[src/design/mem_pkg.sv]
// Data path fixed at 32 bits with byte strobes; responses are OKAY only, no error codes

package mem_pkg;

  // --------------------------------------------------------------------------
  // Bus widths
  // --------------------------------------------------------------------------
  localparam int ADDR_W = 32;
  localparam int DATA_W = 32;
  localparam int STRB_W = DATA_W / 8;

  // Address bits below the word address
  localparam int BYTE_OFFSET = 2;

  typedef logic [ADDR_W-1:0] addr_t;
  typedef logic [DATA_W-1:0] data_t;
  typedef logic [STRB_W-1:0] strb_t;

  // AXI response code
  typedef logic [1:0] resp_t;

  localparam resp_t RESP_OKAY = 2'b00;

  // --------------------------------------------------------------------------
  // Bank state machines
  // --------------------------------------------------------------------------
  typedef enum logic [1:0] {
    WR_IDLE,
    WR_DATA,
    WR_RESP
  } wr_state_t;

  typedef enum logic {
    RD_IDLE,
    RD_DATA
  } rd_state_t;

  // Word address of a byte address; the bank index sits in its low bits
  function automatic addr_t word_addr(input addr_t byte_addr);
    return byte_addr >> BYTE_OFFSET;
  endfunction

endpackage

[src/design/axil_resp_merge.sv]
// Relies on at most one bank raising bvalid and one raising rvalid at any time
`timescale 1ns/10ps

module axil_resp_merge #(
  parameter int NUM_BANKS = 4
) (
  input  logic                                i_aclk,
  input  logic                                i_rst,
  input  logic [NUM_BANKS-1:0]                i_bank_bvalid,
  output logic [NUM_BANKS-1:0]                o_bank_bready,
  input  logic [NUM_BANKS-1:0]                i_bank_rvalid,
  output logic [NUM_BANKS-1:0]                o_bank_rready,
  input  logic [NUM_BANKS*mem_pkg::DATA_W-1:0] i_bank_rdata,
  output logic                                o_bvalid,
  input  logic                                i_bready,
  output mem_pkg::resp_t                      o_bresp,
  output logic                                o_rvalid,
  input  logic                                i_rready,
  output mem_pkg::data_t                      o_rdata,
  output mem_pkg::resp_t                      o_rresp,
  output logic                                o_wr_done,
  output logic                                o_rd_done
);

  localparam int DW = mem_pkg::DATA_W;

  logic           b_full;
  logic           r_full;
  logic           b_take;
  logic           r_take;
  mem_pkg::data_t r_data;
  mem_pkg::data_t sel_rdata;

  // Banks only see ready while the output register is empty
  assign o_bank_bready = {NUM_BANKS{~b_full}};
  assign o_bank_rready = {NUM_BANKS{~r_full}};
  assign b_take        = (|i_bank_bvalid) & ~b_full;
  assign r_take        = (|i_bank_rvalid) & ~r_full;

  assign o_bvalid  = b_full;
  assign o_bresp   = mem_pkg::RESP_OKAY;
  assign o_rvalid  = r_full;
  assign o_rdata   = r_data;
  assign o_rresp   = mem_pkg::RESP_OKAY;
  assign o_wr_done = b_full & i_bready;
  assign o_rd_done = r_full & i_rready;

  // One-hot select of the responding bank
  always_comb begin
    sel_rdata = '0;
    for (int i = 0; i < NUM_BANKS; i++) begin
      if (i_bank_rvalid[i]) begin
        sel_rdata = i_bank_rdata[i*DW +: DW];
      end
    end
  end

  always_ff @(posedge i_aclk) begin
    if (i_rst) begin
      b_full <= 1'b0;
      r_full <= 1'b0;
    end else begin
      if (b_take) begin
        b_full <= 1'b1;
      end else if (o_wr_done) begin
        b_full <= 1'b0;
      end
      if (r_take) begin
        r_full <= 1'b1;
      end else if (o_rd_done) begin
        r_full <= 1'b0;
      end
    end
  end

  always_ff @(posedge i_aclk) begin
    if (r_take) begin
      r_data <= sel_rdata;
    end
  end

  a_single_resp: assert property (@(posedge i_aclk) disable iff (i_rst)
    $onehot0(i_bank_bvalid) && $onehot0(i_bank_rvalid));

endmodule

[config.mk]
export PLATFORM = sky130hd
export DESIGN_NAME = axil_resp_merge
export DESIGN_NICKNAME = d
export VERILOG_FILES = /design/src/design/mem_pkg.sv /design/src/design/axil_resp_merge.sv
export SDC_FILE = /design/constraint.sdc
export NUM_CORES = 1
export LEC_CHECK = 0
export ABC_AREA = 1
export BUFFER_PORTS_ARGS = -buffer_cell sky130_fd_sc_hd__buf_2
export CORE_UTILIZATION = 44
export DETAILED_ROUTE_END_ITERATION = 10
export HOLD_SLACK_MARGIN = 0.08
export PLACE_DENSITY_LB_ADDON = 0.08
export SYNTH_ARGS = -nofsm -noshare
export SYNTH_HDL_FRONTEND = slang
export SYNTH_SLANG_ARGS = --single-unit
[constraint.sdc]
create_clock -name i_aclk -period 6.1 [get_ports i_aclk]
set_clock_uncertainty 0.1 [all_clocks]
set_input_delay 1.22 -clock i_aclk [delete_from_list [all_inputs] [get_ports i_aclk]]
set_output_delay 1.22 -clock i_aclk [all_outputs]
set_load 0.03 [all_outputs]
==> impl_metrics.env <==
export IMPL_die_w_um=77.4
export IMPL_worst_slew_margin_rel=0.271
export IMPL_ios=188
export IMPL_fp_row_count=27
export IMPL_grt_usage=0.233
export IMPL_worst_r2r_path_depth=1
export IMPL_status="finished, final reports clean"
export IMPL_syn_cell_area_um2=2500
export IMPL_core_um2=5470
export IMPL_area_growth_syn_to_layout_pct=31.5
export IMPL_clk_latency_ns=0.28
export IMPL_synthAdderAreaFrac=0
export IMPL_avgSynthCellArea_um2=7.20
export IMPL_route_final_wire_length_mm=7.02
export IMPL_yosysWarningCount=0
export IMPL_synth_compound_area_frac=0.0666
export IMPL_p_seq_frac=0.435
export IMPL_drv_slew=0
export IMPL_grt_pass1_wl_mm=10.9
export IMPL_grt_pass1_vias=2460
export IMPL_rr_endpoint="o_rdata[23]"
export IMPL_period_minus_slack_ns=3.41
export IMPL_routed_via_density=4.74
export IMPL_fin_cells=578
export IMPL_fin_nets=645
export IMPL_r2r_start="o_rvalid"
export IMPL_internal_power_mw=0.439
export IMPL_cts_made_buffers=5
export IMPL_cts_root_buf="clkbuf_8"
export IMPL_drtAntennaViolNets=0
export IMPL_p_per_area_nw_per_um2=204
export IMPL_cts_path_max_buffers=2
export IMPL_synthMuxAreaShare=0
export IMPL_mostFrequentLayoutCells="buf_2 (183), nand2_1 (132), nor2_1 (58)"
export IMPL_via_count=2737
export IMPL_dr_pass1_iters=4
export IMPL_postCtsSetupBuffers=0
export IMPL_start_kind="input port"
export IMPL_rsz0062_at_grt="no"
export IMPL_reg2reg_slack_ns=4.40
export IMPL_critPathLaunch="i_bank_rvalid[3]"
export IMPL_power_switching_share=0.345
export IMPL_grt_ovfl_total=0
export IMPL_crit_end="o_rdata[23]"
export IMPL_synth_simple_area_share=0.383
export IMPL_drc=0
export IMPL_hold_viol_final=0
export IMPL_critical_path_class="input port to flip-flop"
export IMPL_crit_required_ns=5.90
export IMPL_switchingPower_mw=0.231
export IMPL_holdPathStages=4
export IMPL_cts_repair_resized=0
export IMPL_synth_top_family_by_area="simple AND/OR/NAND/NOR gates"
export IMPL_synth_xor_area_frac=0
export IMPL_postSynthCellCount=347
export IMPL_hold_buffers=0
export IMPL_setup_tns_ns=0
export IMPL_cts_tree="done"
export IMPL_dp_hpwl_mm=5.02
export IMPL_cts_max_level=2
export IMPL_die_area_um2=5980
export IMPL_p_leak_nw=1.77
export IMPL_grt_antenna_before_repair=0
export IMPL_crit_fanout=65
export IMPL_grt_max_degree=66
export IMPL_fp_dieH_um=77.4
export IMPL_ys_ff_latch=34
export IMPL_tightest_slew_ns=1.09
export IMPL_max_vdd_ir_drop_mv=0.0979
export IMPL_worstHoldPathType="flip-flop to flip-flop"
export IMPL_dp_cells=570
export IMPL_clock_sinks=34
export IMPL_maxCapViolCount=0
export IMPL_worstPathArrival_ns=3.21
export IMPL_yosys_cell_types_count=19
export IMPL_max_freq_mhz=293
export IMPL_utilization=0.601
export IMPL_combPwrFrac=0.326
export IMPL_synth_seq_area_share=0.401
export IMPL_p_clk_frac=0.239
export IMPL_finalSetupViolations=0
export IMPL_diodes=0
export IMPL_initial_core_util=0.457
export IMPL_routedWlPerCell_um=12.1
export IMPL_port_buffers=183
export IMPL_drt_iter0_drc=143
export IMPL_cts_clk_slew_worst_paths_ns=0.07
export IMPL_worstSetupEndpointType="flip-flop"
export IMPL_drive_gt1_frac=0.401
export IMPL_globalplace_congestion=0.825
export IMPL_final_common_cell="buf_2"
export IMPL_period_share=0.559
[synthesized netlist by cell type]
library cell	number	area (um2)
inv_8	1	11.3
a31oi_1	1	6.26
nand3b_1	1	7.51
nand2_1	132	495
nand3_1	32	160
inv_1	7	26.3
buf_4	16	120
dfxtp_1	2	40.0
edfxtp_1	32	961
nor2_1	58	218
buf_12	1	20.0
nand4_1	1	6.26
inv_6	1	8.76
buf_2	4	20.0
a21oi_1	32	160
clkbuf_8	3	41.3
nor2_2	11	68.8
conb_1	1	3.75
buf_6	11	124
[final cells by class]
class | count | area [um2]
clock inverters | 2 | 8.76
repair buffers | 183 | 916
inverters | 9 | 46.3
clock buffers | 6 | 72.6
flip-flops and latches | 34 | 1000
fillers | 572 | 2190
multi-input cells | 272 | 1150
well taps | 72 | 90.1
[how the worst min path moves through the flow]
stage             start       end  slack [ns]
2_1_floorplan  o_bvalid  o_bvalid        0.63
4_1_cts        o_bvalid  o_bvalid        0.50
3_3_place_gp   o_bvalid  o_bvalid        0.48
3_5_place_dp   o_bvalid  o_bvalid        0.49
6_report       o_bvalid  o_bvalid        0.50
5_1_grt        o_bvalid  o_bvalid        0.59
[stage by stage]
stage / hold slack [ns] / setup WS, ns / instance area [um2] / power (mW)
after floorplan: 0.632 / 2.24 / 2510 / 0.450
after global placement: 0.476 / 2.45 / 3210 / 0.514
after detailed placement: 0.488 / 2.36 / 3210 / 0.516
after CTS: 0.503 / 2.65 / 3290 / 0.674
after global routing: 0.590 / 2.51 / 3290 / 0.707
final: 0.500 / 2.69 / 3290 / 0.670
[cells by family after synthesis]
kind of cell | after synthesis
simple gates | 235
flops | 34
compound gates | 33
other cells | 1
buf+inv | 44
[power groups by stage]
| stage | clock network [mW] | registers, mW | logic [mW] |
|---|---|---|---|
| after global placement | 0 | 0.296 | 0.217 |
| after global routing | 0.175 | 0.293 | 0.238 |
| after CTS | 0.163 | 0.292 | 0.220 |
| final | 0.160 | 0.291 | 0.219 |
| after detailed placement | 0 | 0.297 | 0.219 |
| after floorplan | 0 | 0.345 | 0.105 |
[state kept, by name, indices dropped and copies added (netlist names)]
name and flops:
o_rvalid 1, o_bvalid 1, o_rdata 32
[critical path, stage by stage]
cell,delay (ns)
buf_2,0.81
inv_1,0.22
a31oi_4,0.94
[per-layer routing]
| layer | track usage | wire [um] | vias up |
|---|---|---|---|
| met5 | 0 | 0 | - |
| met4 | 0.0755 | 155 | 0 |
| met3 | 0.0624 | 724 | 15 |
| met2 | 0.424 | 3470 | 137 |
| met1 | 0.260 | 2670 | 1174 |
| li1 | - | - | 1411 |
Note: power is estimated with default switching activity, not from simulation.
