`src/design/mem_pkg.sv`:
```
// Data path fixed at 32 bits with byte strobes; responses are OKAY only, no error codes

package mem_pkg;

  // --------------------------------------------------------------------------
  // Bus widths
  // --------------------------------------------------------------------------
  localparam int ADDR_W = 32;
  localparam int DATA_W = 32;
  localparam int STRB_W = DATA_W / 8;

  // Address bits below the word address
  localparam int BYTE_OFFSET = 2;

  typedef logic [ADDR_W-1:0] addr_t;
  typedef logic [DATA_W-1:0] data_t;
  typedef logic [STRB_W-1:0] strb_t;

  // AXI response code
  typedef logic [1:0] resp_t;

  localparam resp_t RESP_OKAY = 2'b00;

  // --------------------------------------------------------------------------
  // Bank state machines
  // --------------------------------------------------------------------------
  typedef enum logic [1:0] {
    WR_IDLE,
    WR_DATA,
    WR_RESP
  } wr_state_t;

  typedef enum logic {
    RD_IDLE,
    RD_DATA
  } rd_state_t;

  // Word address of a byte address; the bank index sits in its low bits
  function automatic addr_t word_addr(input addr_t byte_addr);
    return byte_addr >> BYTE_OFFSET;
  endfunction

endpackage

```
`src/design/axil_sram_bank.sv`:
```
// Takes a bank-local byte address; one write and one read at a time, responses always OKAY
`timescale 1ns/10ps

module axil_sram_bank #(
  parameter int BANK_DEPTH = 64
) (
  input  logic           i_aclk,
  input  logic           i_rst,

  // Write address
  input  logic           i_awvalid,
  output logic           o_awready,
  input  mem_pkg::addr_t i_awaddr,

  // Write data
  input  logic           i_wvalid,
  output logic           o_wready,
  input  mem_pkg::data_t i_wdata,
  input  mem_pkg::strb_t i_wstrb,

  // Write response
  output logic           o_bvalid,
  input  logic           i_bready,
  output mem_pkg::resp_t o_bresp,

  // Read address
  input  logic           i_arvalid,
  output logic           o_arready,
  input  mem_pkg::addr_t i_araddr,

  // Read data
  output logic           o_rvalid,
  input  logic           i_rready,
  output mem_pkg::data_t o_rdata,
  output mem_pkg::resp_t o_rresp
);

  localparam int IDX_BITS = $clog2(BANK_DEPTH);

  mem_pkg::wr_state_t  wr_state;
  mem_pkg::rd_state_t  rd_state;
  logic [IDX_BITS-1:0] wr_idx;
  logic [IDX_BITS-1:0] rd_idx;
  logic                aw_fire;
  logic                w_fire;
  logic                b_fire;
  logic                ar_fire;
  logic                r_fire;

  mem_pkg::data_t mem [BANK_DEPTH];

  // --------------------------------------------------------------------------
  // Handshakes
  // --------------------------------------------------------------------------
  assign aw_fire = i_awvalid & o_awready;
  assign w_fire  = i_wvalid & o_wready;
  assign b_fire  = o_bvalid & i_bready;
  assign ar_fire = i_arvalid & o_arready;
  assign r_fire  = o_rvalid & i_rready;

  // Ready and valid come straight from the state
  assign o_awready = (wr_state == mem_pkg::WR_IDLE);
  assign o_wready  = (wr_state == mem_pkg::WR_DATA);
  assign o_bvalid  = (wr_state == mem_pkg::WR_RESP);
  assign o_arready = (rd_state == mem_pkg::RD_IDLE);
  assign o_rvalid  = (rd_state == mem_pkg::RD_DATA);
  assign o_bresp   = mem_pkg::RESP_OKAY;
  assign o_rresp   = mem_pkg::RESP_OKAY;

  assign rd_idx = i_araddr[mem_pkg::BYTE_OFFSET +: IDX_BITS];

  // --------------------------------------------------------------------------
  // Write machine
  // --------------------------------------------------------------------------
  always_ff @(posedge i_aclk) begin
    if (i_rst) begin
      wr_state <= mem_pkg::WR_IDLE;
    end else begin
      case (wr_state)
        mem_pkg::WR_IDLE: begin
          if (aw_fire) begin
            wr_state <= mem_pkg::WR_DATA;
          end
        end
        mem_pkg::WR_DATA: begin
          if (w_fire) begin
            wr_state <= mem_pkg::WR_RESP;
          end
        end
        mem_pkg::WR_RESP: begin
          if (b_fire) begin
            wr_state <= mem_pkg::WR_IDLE;
          end
        end
        default: begin
          wr_state <= mem_pkg::WR_IDLE;
        end
      endcase
    end
  end

  // Word index held from AW until the data beat
  always_ff @(posedge i_aclk) begin
    if (aw_fire) begin
      wr_idx <= i_awaddr[mem_pkg::BYTE_OFFSET +: IDX_BITS];
    end
  end

  // Only strobed bytes change
  always_ff @(posedge i_aclk) begin
    if (w_fire) begin
      for (int b = 0; b < mem_pkg::STRB_W; b++) begin
        if (i_wstrb[b]) begin
          mem[wr_idx][8*b +: 8] <= i_wdata[8*b +: 8];
        end
      end
    end
  end

  // --------------------------------------------------------------------------
  // Read machine
  // --------------------------------------------------------------------------
  always_ff @(posedge i_aclk) begin
    if (i_rst) begin
      rd_state <= mem_pkg::RD_IDLE;
    end else begin
      case (rd_state)
        mem_pkg::RD_IDLE: begin
          if (ar_fire) begin
            rd_state <= mem_pkg::RD_DATA;
          end
        end
        mem_pkg::RD_DATA: begin
          if (r_fire) begin
            rd_state <= mem_pkg::RD_IDLE;
          end
        end
        default: begin
          rd_state <= mem_pkg::RD_IDLE;
        end
      endcase
    end
  end

  // Same-cycle write to this word is not seen, old contents come back
  always_ff @(posedge i_aclk) begin
    if (ar_fire) begin
      o_rdata <= mem[rd_idx];
    end
  end

  // Requests stay valid and steady until this bank takes them
  a_w_hold: assert property (@(posedge i_aclk) disable iff (i_rst)
    i_wvalid && !o_wready |=> i_wvalid && $stable(i_wdata) && $stable(i_wstrb));

  a_ar_hold: assert property (@(posedge i_aclk) disable iff (i_rst)
    i_arvalid && !o_arready |=> i_arvalid && $stable(i_araddr));

endmodule

```
`config.mk`:
```
export PLATFORM = sky130hd
export DESIGN_NAME = axil_sram_bank
export DESIGN_NICKNAME = d
export VERILOG_FILES = /design/src/design/mem_pkg.sv /design/src/design/axil_sram_bank.sv
export SDC_FILE = /design/constraint.sdc
export NUM_CORES = 2
export LEC_CHECK = 0
export BUFFER_PORTS_ARGS = -buffer_cell sky130_fd_sc_hd__buf_2
export CORE_ASPECT_RATIO = 1.75
export CORE_UTILIZATION = 50
export DETAILED_ROUTE_END_ITERATION = 16
export PLACE_DENSITY = 0.66
export RECOVER_POWER = 25
export SETUP_SLACK_MARGIN = 0.15
export SYNTH_ARGS = -nofsm -noshare
export SYNTH_HDL_FRONTEND = slang
export SYNTH_SLANG_ARGS = --single-unit
export TNS_END_PERCENT = 50
```
`constraint.sdc`:
```
create_clock -name i_aclk -period 3.14 [get_ports i_aclk]
set_input_delay 0.628 -clock i_aclk [delete_from_list [all_inputs] [get_ports i_aclk]]
set_output_delay 0.628 -clock i_aclk [all_outputs]
set_load 0.03 [all_outputs]
```
==> results.toml <==
[clocking]
clkSlewWorstSetupHoldPaths_ns = 0.06
ctsResizeCount = 0
clock_latency_ns = 0.85
clock-sinks = 2089
cts-buffers-inserted = 183
htree_num_levels = 4
cts_max_path_buffers = 4
cts_root_buffer = "clkbuf_16"
cts_setup_buffers = 0
cts_tree = "done"
ctsHoldBuffers = 9

[floorplanning]
die_h_um = 533
io_pins = 148
die_w_um = 305
core_um2 = 160000
start_util_pct = 50.4
dieArea_um2 = 163000
rows = 194

[pwr]
internal-power_mw = 43.5
pwr-share-seq_pct = 55.7
switchingPower_mw = 11.9
power_frac_comb_pct = 5.7
swShare_pct = 21.4
power_density_nw_per_um2 = 596
leakage_nw = 29.7
ir_worst_vdd_mv = 0.497
power_frac_clock_pct = 38.6

[global_routing]
grt_pass1_vias = 42119
grt_max_degree = 65
antenna_found_initial = 23
grt_usage_pct = 28.0
overflow = 0
grt_pass1_wl_um = 315000

[drt]
vias_per_cell = 6.32
vias = 42166
ant_nets = 0
wl_per_cell_um = 33.9
drcViolationCount = 0
routed_wl_um = 226000
dr.pass1.iters = 8
first_iter_violations = 4960

[sta]
fin_crit_sh_pct = 86.3
tns_ns = 0
finalSetupViolations = 0
rsz0062_at_grt = "false"
tightest_slew_ns = 2.87
hold_viol_final = 0
setup_slack_ns = 0.430
fmax_ghz = 0.369
min_period_ns = 2.71
drv_slew = 746
finalClockSkew_ns = 0.0525
slew_headroom_pct = -91.0

[synth]
syn_area_um2 = 80500
synth_edf_count = 2086
synth.most_common_cell = "edfxtp_1"
yosys-top-cells-area = "edfxtp_1 (78%), mux4_2 (13%), nor2_1 (1.3%), mux2i_1 (0.92%), nand2_1 (0.77%)"
synth-async-reset-ratio_pct = 0
yosysTopAreaCellShare_pct = 77.8
avgSynthCellArea_um2 = 21.0
synth-seq-area-share_pct = 77.9
synth_top_cell_by_area = "edfxtp_1"
synth_cells = 3827
ys_ff_latch = 2089
synth_ff_type = "edfxtp_1"
synth.distinct_cells = 43
yosys_warnings = 0
synth_common_cells = "edfxtp_1 (2,086), mux4_2 (474), nor2_1 (289), nand2_1 (166), clkbuf_1 (95)"

[setup_path]
cp.arrival_ns = 3.21
path_buf_inv = 1
crit_type = "register to register"
cp-end-kind = "register"
critPathMaxStageDelay_ns = 0.72
critPathSlowestCell = "nor3b_1"
critPathTopFamily = "simple AND/OR/NAND/NOR gates"
worstPathCellList = "nor3b_1 -> nand2_1 -> nor2_1 -> buf_4"
cp.required_ns = 3.64
cp_max_fo = 8
cp-start-kind = "register"

[placement]
gp_congestion = 0.914
pre_cts_ws_ns = -0.260
place.port_buffers = 91
dp_hpwl_um = 152000
place_area_um2 = 87200

[outcome]
violations = "max-capacitance violations, max-slew violations"
status = "finished, violations left"

[finish]
syn_to_final_growth_pct = 15.2
post-route-util_pct = 58.1
drive_above_1_share_pct = 30.0
fin_area_um2 = 92800
layout.nets = 4563

[run]
max_cap_violations = 16

[hold_path]
hold_path.class = "input port to register"
## stage by stage
stage,power [mW],hold slack (ns),cells
6_report,55.3,0.0854,6671
3_5_place_dp,34.6,0.470,6320
4_1_cts,55.6,0.00902,6647
5_1_grt,56.6,0.0829,6658
2_1_floorplan,32.9,0.436,3830
3_3_place_gp,34.5,0.454,6320
## state kept, by name, summed over array words and instances (netlist names)
signal / cells
mem: 2048
o_rvalid: 1
o_rdata: 32
wr_idx: 6
wr_state: 2
## cell families (layout without fill, tap and decap cells)
family | count (synthesis) | count (layout) | share of synthesized area (%)
muxes | 573 | 573 | 14.5
buffers and inverters | 235 | 994 | 1.60
and+or+nand+nor | 662 | 662 | 3.62
other | 1 | 28 | 0.00466
DFF | 2089 | 2089 | 77.9
AOI/OAI and AO/OA | 267 | 267 | 2.40
## routing by layer
metal  wire length (um)  up-vias  track usage, %  share of wire [%]
met1              76700    22201            33.8                 34
met4              14900        8            16.8                6.6
met3              20100      545            5.33                8.9
met5                 51        -               0              0.023
met2             114000     2273            46.7                 51
li1                   -    17139               -                  -
## final timing paths
kind	start	to	slack, ns	cells after the start
max	wr_idx[5]	mem[11][22]	0.43	4
min	i_wdata[6]	mem[14][6]	0.09	1
max reg2reg	wr_idx[5]	mem[11][22]	0.43	4
min reg2reg	wr_state[1]	wr_state[0]	0.48	1
## final cells by class
type	instances	area (um2)
fill	11463	66900
multi-input combinational	1506	16600
timing repair buffer	672	5330
inverter	4	15.0
clock inverter	92	726
clock buffer	226	4760
antenna	24	60.1
tap	2058	2570
sequential	2089	62700
## power by group through the flow
stage	Sequential, mW	Combinational, mW	Clock (mW)
3_3_place_gp	31.4	3.09	0
2_1_floorplan	31.5	1.47	0
6_report	30.8	3.14	21.3
3_5_place_dp	31.4	3.15	0
5_1_grt	30.8	3.27	22.5
4_1_cts	30.8	3.16	21.6
## cell usage in the layout, fill, tap and decap left out, types with 33 or more instances in the layout
cell type,instances
edfxtp_1,2086
buf_4,511
mux4_2,474
nor2_1,286
clkbuf_16,184
nand2_1,162
clkbuf_1,77
mux2i_1,74
nand3_1,71
buf_2,69
o22ai_1,59
a22oi_1,54
o221ai_1,48
nand4_1,45
buf_12,44
clkinv_1,43
a211oi_1,33
(Power assumes the default switching activity.)
