<file path="src/design/mem_pkg.sv">
// Data path fixed at 32 bits with byte strobes; responses are OKAY only, no error codes

package mem_pkg;

  // --------------------------------------------------------------------------
  // Bus widths
  // --------------------------------------------------------------------------
  localparam int ADDR_W = 32;
  localparam int DATA_W = 32;
  localparam int STRB_W = DATA_W / 8;

  // Address bits below the word address
  localparam int BYTE_OFFSET = 2;

  typedef logic [ADDR_W-1:0] addr_t;
  typedef logic [DATA_W-1:0] data_t;
  typedef logic [STRB_W-1:0] strb_t;

  // AXI response code
  typedef logic [1:0] resp_t;

  localparam resp_t RESP_OKAY = 2'b00;

  // --------------------------------------------------------------------------
  // Bank state machines
  // --------------------------------------------------------------------------
  typedef enum logic [1:0] {
    WR_IDLE,
    WR_DATA,
    WR_RESP
  } wr_state_t;

  typedef enum logic {
    RD_IDLE,
    RD_DATA
  } rd_state_t;

  // Word address of a byte address; the bank index sits in its low bits
  function automatic addr_t word_addr(input addr_t byte_addr);
    return byte_addr >> BYTE_OFFSET;
  endfunction

endpackage

</file>
<file path="src/design/axil_bank_router.sv">
// NUM_BANKS and BANK_DEPTH must be powers of two, at least 2; AW and W must arrive together
`timescale 1ns/10ps

module axil_bank_router #(
  parameter int NUM_BANKS  = 4,
  parameter int BANK_DEPTH = 64
) (
  input  logic                 i_aclk,
  input  logic                 i_rst,
  input  logic                 i_awvalid,
  output logic                 o_awready,
  input  mem_pkg::addr_t       i_awaddr,
  input  logic                 i_wvalid,
  output logic                 o_wready,
  input  mem_pkg::data_t       i_wdata,
  input  mem_pkg::strb_t       i_wstrb,
  input  logic                 i_arvalid,
  output logic                 o_arready,
  input  mem_pkg::addr_t       i_araddr,
  output logic [NUM_BANKS-1:0] o_bank_awvalid,
  input  logic [NUM_BANKS-1:0] i_bank_awready,
  output mem_pkg::addr_t       o_bank_awaddr,
  output logic [NUM_BANKS-1:0] o_bank_wvalid,
  input  logic [NUM_BANKS-1:0] i_bank_wready,
  output mem_pkg::data_t       o_bank_wdata,
  output mem_pkg::strb_t       o_bank_wstrb,
  output logic [NUM_BANKS-1:0] o_bank_arvalid,
  input  logic [NUM_BANKS-1:0] i_bank_arready,
  output mem_pkg::addr_t       o_bank_araddr,
  input  logic                 i_wr_done,
  input  logic                 i_rd_done
);

  localparam int BANK_BITS = $clog2(NUM_BANKS);
  localparam int IDX_BITS  = $clog2(BANK_DEPTH);

  localparam logic [NUM_BANKS-1:0] BANK0 = {{(NUM_BANKS-1){1'b0}}, 1'b1};

  logic                 wr_busy;
  logic                 aw_pend;
  logic                 w_pend;
  logic [BANK_BITS-1:0] wr_bank;
  mem_pkg::addr_t       wr_addr;
  mem_pkg::data_t       wr_data;
  mem_pkg::strb_t       wr_strb;
  logic                 rd_busy;
  logic                 ar_pend;
  logic [BANK_BITS-1:0] rd_bank;
  mem_pkg::addr_t       rd_addr;
  logic                 wr_take;
  logic                 rd_take;
  logic                 aw_hs;
  logic                 w_hs;
  logic                 ar_hs;

  function automatic logic [BANK_BITS-1:0] bank_of(input mem_pkg::addr_t a);
    mem_pkg::addr_t w;
    w = mem_pkg::word_addr(a);
    return w[BANK_BITS-1:0];
  endfunction

  // Bank-local byte address; bits above the memory size drop out here
  function automatic mem_pkg::addr_t local_addr(input mem_pkg::addr_t a);
    mem_pkg::addr_t w;
    w = mem_pkg::word_addr(a);
    return mem_pkg::addr_t'(w[BANK_BITS +: IDX_BITS]) << mem_pkg::BYTE_OFFSET;
  endfunction

  // --------------------------------------------------------------------------
  // Master side
  // --------------------------------------------------------------------------
  assign o_awready = ~wr_busy;
  assign o_wready  = ~wr_busy;
  assign o_arready = ~rd_busy;
  assign wr_take   = i_awvalid & i_wvalid & ~wr_busy;
  assign rd_take   = i_arvalid & ~rd_busy;

  // Bank side, valid only toward the decoded bank
  assign o_bank_awvalid = aw_pend ? (BANK0 << wr_bank) : '0;
  assign o_bank_wvalid  = w_pend ? (BANK0 << wr_bank) : '0;
  assign o_bank_arvalid = ar_pend ? (BANK0 << rd_bank) : '0;
  assign o_bank_awaddr  = wr_addr;
  assign o_bank_wdata   = wr_data;
  assign o_bank_wstrb   = wr_strb;
  assign o_bank_araddr  = rd_addr;

  assign aw_hs = |(o_bank_awvalid & i_bank_awready);
  assign w_hs  = |(o_bank_wvalid & i_bank_wready);
  assign ar_hs = |(o_bank_arvalid & i_bank_arready);

  always_ff @(posedge i_aclk) begin
    if (i_rst) begin
      wr_busy <= 1'b0;
      aw_pend <= 1'b0;
      w_pend  <= 1'b0;
      rd_busy <= 1'b0;
      ar_pend <= 1'b0;
    end else begin
      if (wr_take) begin
        wr_busy <= 1'b1;
        aw_pend <= 1'b1;
        w_pend  <= 1'b1;
      end else begin
        if (aw_hs) begin
          aw_pend <= 1'b0;
        end
        if (w_hs) begin
          w_pend <= 1'b0;
        end
        // Channel reopens once B has reached the master
        if (i_wr_done) begin
          wr_busy <= 1'b0;
        end
      end
      if (rd_take) begin
        rd_busy <= 1'b1;
        ar_pend <= 1'b1;
      end else begin
        if (ar_hs) begin
          ar_pend <= 1'b0;
        end
        if (i_rd_done) begin
          rd_busy <= 1'b0;
        end
      end
    end
  end

  always_ff @(posedge i_aclk) begin
    if (wr_take) begin
      wr_bank <= bank_of(i_awaddr);
      wr_addr <= local_addr(i_awaddr);
      wr_data <= i_wdata;
      wr_strb <= i_wstrb;
    end
    if (rd_take) begin
      rd_bank <= bank_of(i_araddr);
      rd_addr <= local_addr(i_araddr);
    end
  end

  // A done pulse only follows a request that has reached its bank
  a_done_after_req: assert property (@(posedge i_aclk) disable iff (i_rst)
    (!i_wr_done || (wr_busy && !aw_pend && !w_pend)) &&
    (!i_rd_done || (rd_busy && !ar_pend)));

endmodule

</file>
<file path="config.mk">
export PLATFORM = sky130hd
export DESIGN_NAME = axil_bank_router
export DESIGN_NICKNAME = d
export VERILOG_FILES = /design/src/design/mem_pkg.sv /design/src/design/axil_bank_router.sv
export SDC_FILE = /design/constraint.sdc
export NUM_CORES = 1
export LEC_CHECK = 0
export ABC_AREA = 1
export BUFFER_PORTS_ARGS = -buffer_cell sky130_fd_sc_hd__buf_2
export CORE_AREA = 2 2 92 94
export DETAILED_ROUTE_END_ITERATION = 16
export DIE_AREA = 0 0 94 96
export PLACE_DENSITY = 0.72
export SYNTH_ARGS = -nofsm -noshare
export SYNTH_HDL_FRONTEND = slang
export SYNTH_SLANG_ARGS = --single-unit
</file>
<file path="constraint.sdc">
create_clock -name i_aclk -period 2.7 [get_ports i_aclk]
set_clock_uncertainty 0.15 [all_clocks]
set_input_delay 0.135 -clock i_aclk [delete_from_list [all_inputs] [get_ports i_aclk]]
set_output_delay 0.135 -clock i_aclk [all_outputs]
set_load 0.1 [all_outputs]
</file>
==> flow_summary.ini <==
[floorplanning]
start_util_pct = 29.2
core_area_um2 = 8050
fp.dieH_um = 96
io_pins = 234
die_w_um = 94
dieArea_um2 = 9020
placementRows = 33

[clock_network]
cts_sinks = 57
post_cts_resized = 0
htreeDepth = 3
cts_hold_buf = 56
tritoncts = built
cts_root_buf = clkbuf_8
clkLatencyLatePin_ns = 0.33
post_cts.repair.setup_buffers = 0
cts_made_buffers = 9
path_clk_slew_ns = 0.07
cts_buffer_depth = 2

[global_route]
grt_pass1_wl_um = 9230
grt_pass1_vias = 1885
grt_max_degree = 42
grt-ovfl-total = 0
antenna_found_initial = 0
grt.total_usage_pct = 13.8

[logic_synthesis]
synth_common_cells = 53 x buf_4, 52 x edfxtp_1, 20 x nor2_1
synth.most_common_cell = buf_4
netlist_instances = 175
synth_edf_count = 52
ys_warn_count = 0
synth_flop_cell = edfxtp_1
synth-seq-cells = 57
syn_area_um2 = 2350
ys_seq_area_share_pct = 70.8
async_reset_ff_share_pct = 0
synth_area_leaders = edfxtp_1 66%, buf_4 17%, dfxtp_1 4.3%, nor2_1 3.2%, inv_1 1.9%
synth_top_area_share_pct = 66.5
postSynthAreaPerCell_um2 = 13.4
synth_cell_types = 15
yosys.area.top_type = edfxtp_1

[setup_path]
rr_worst_depth = 7
critPathKind = reg2reg
timing.rr.end = wr_busy$_SDFFE_PP0P_
critPathLaunchType = flip-flop
arrival_ns = 2.23
cp.required_ns = 2.83
path_max_fanout = 41
cp-end-kind = flip-flop
r2r_slack_ns = 0.60
rr_startpoint = wr_busy$_SDFFE_PP0P_

[power_and_ir_drop]
power.internal_mw = 1.66
switching_power_mw = 1.06
max-vdd-ir-drop_mv = 0.536
swShare_pct = 38.9
pwr-share-comb_pct = 29.8
seqPwrFrac_pct = 38.1
clkPwrFrac_pct = 32.2
power.density_nw_per_um2 = 726
p_leak_nw = 1.73

[layout]
stdcell_area_um2 = 3730
fin_cells = 483
area_growth_pct = 59.0
nets = 492
drive_gt1_share_pct = 41.3
antenna_cells = 0

[route]
vias_per_cell = 3.91
first_pass_iters = 4
antenna_left = 0
finalWirelength_um = 6080
drcViolationCount = 0
drt_iter0_drc = 58
wl_per_cell_um = 12.6
dr_total_vias = 1890

[hold_path]
holdPathEnd = w_pend$_SDFFE_PP0P_
min_path_cells = 6
hold_class = in2reg
min-delay-start = i_bank_wready[3]

[sta]
final.period_utilization_pct = 77.9
slew_violations = 0
tightest_slew_ns = 0.526
setup_viol_count_final = 0
slew_headroom_pct = 65.2
min_period_ns = 2.10
hold_viol_final = 0
grt_setup_unrepaired = no
max_freq_mhz = 475

[place]
hpwl_um = 4040
place_congestion = 0.703
dpl.cell_count = 411
placed_cell_area_um2 = 2960
portBuffers = 133

[job]
drv_cap = 0

[outcome]
outcome = completed
-- cells in the final DEF (no fill, tap or decap), types with 2 or more instances in the layout --
cell | synthesis | final
inv_1 | 12 | 11
clkbuf_8 | 0 | 9
nand3_1 | 7 | 7
nor2_1 | 20 | 20
edfxtp_1 | 52 | 52
clkinv_1 | 0 | 2
bufinv_16 | 0 | 2
nor3_1 | 6 | 2
dfxtp_1 | 5 | 5
buf_2 | 0 | 133
nand2_1 | 8 | 8
dlygate4sd3_1 | 0 | 56
nor3_2 | 0 | 4
conb_1 | 1 | 52
nand4_1 | 6 | 6
-- kinds of logic after synthesis --
kind of cell           count (synthesis)  synth area share, %
buffers and inverters                 67                 19.5
other                                  1                0.160
flip-flops                            57                 70.8
AND/OR/NAND/NOR                       49                 9.38
AO/OA/AOI/OAI                          1                0.213
-- registers in the layout, summed over array words and instances, names as in the netlist --
signal and count:
o_bank_wdata 32, rd_busy 1, wr_bank 2, aw_pend 1, rd_bank 2, o_bank_wstrb 4, o_bank_awaddr 6, wr_busy 1
o_bank_araddr 6, w_pend 1, ar_pend 1
-- cell type report --
| class | instances | area (um^2) |
|---|---|---|
| fill | 671 | 4320 |
| sequential | 57 | 1660 |
| timing repair buffer | 190 | 1230 |
| multi-input combinational | 102 | 440 |
| tap | 105 | 131 |
| clock buffer | 9 | 124 |
| clock inverter | 7 | 93.8 |
| inverter | 13 | 48.8 |
-- layer usage --
metal	GRT usage, %	wire length (um)	vias to the layer above
li1	-	-	885
met1	15.2	2230	850
met2	23.4	3020	139
met3	5.56	692	16
met4	6.76	138	0
met5	0	0	-
-- power groups by stage --
stage | Combinational, mW | Sequential (mW) | Clock [mW]
after floorplan | 0.470 | 1.28 | 0
final | 0.808 | 1.03 | 0.872
after global routing | 0.836 | 1.04 | 0.933
after global placement | 0.736 | 1.05 | 0
after CTS | 0.802 | 1.03 | 0.887
after detailed placement | 0.740 | 1.05 | 0
-- worst max-delay path by stage --
| stage | startpoint | end | slack, ns | depth (start not counted) |
|---|---|---|---|---|
| 5_1_grt | wr_busy$_SDFFE_PP0P_ | wr_busy$_SDFFE_PP0P_ | 0.43 | 7 |
| 4_1_cts | wr_busy$_SDFFE_PP0P_ | wr_busy$_SDFFE_PP0P_ | 0.63 | 7 |
| 6_report | wr_busy$_SDFFE_PP0P_ | wr_busy$_SDFFE_PP0P_ | 0.60 | 7 |
| 3_3_place_gp | wr_busy$_SDFFE_PP0P_ | o_bank_wdata[22]$_DFFE_PP_ | 1.06 | 4 |
| 2_1_floorplan | wr_bank[0]$_DFFE_PP_ | o_bank_awvalid[2] | -0.15 | 2 |
| 3_5_place_dp | wr_busy$_SDFFE_PP0P_ | o_bank_wdata[19]$_DFFE_PP_ | 1.05 | 4 |
-- stage by stage --
stage	hold slack [ns]	total power [mW]	TNS (ns)	utilization, %	setup slack (ns)
after floorplan	0.0541	1.75	-0.310	-	-0.155
after global placement	0.162	1.78	0	36.7	1.06
after detailed placement	0.163	1.79	0	36.7	1.05
after CTS	0.0307	2.72	0	46.4	0.632
after global routing	0.0962	2.80	0	46.4	0.430
final	0.0469	2.71	0	46.4	0.597
-- worst max-delay path: stages, from the launching register on --
cell	delay (ns)
dfxtp_1	0.30
inv_1	0.13
nand3_1	0.11
clkinv_1	0.16
buf_4	0.47
nor2_1	0.07
nor2_1	0.09
dlygate4sd3_1	0.55
(Power assumes the default switching activity.)
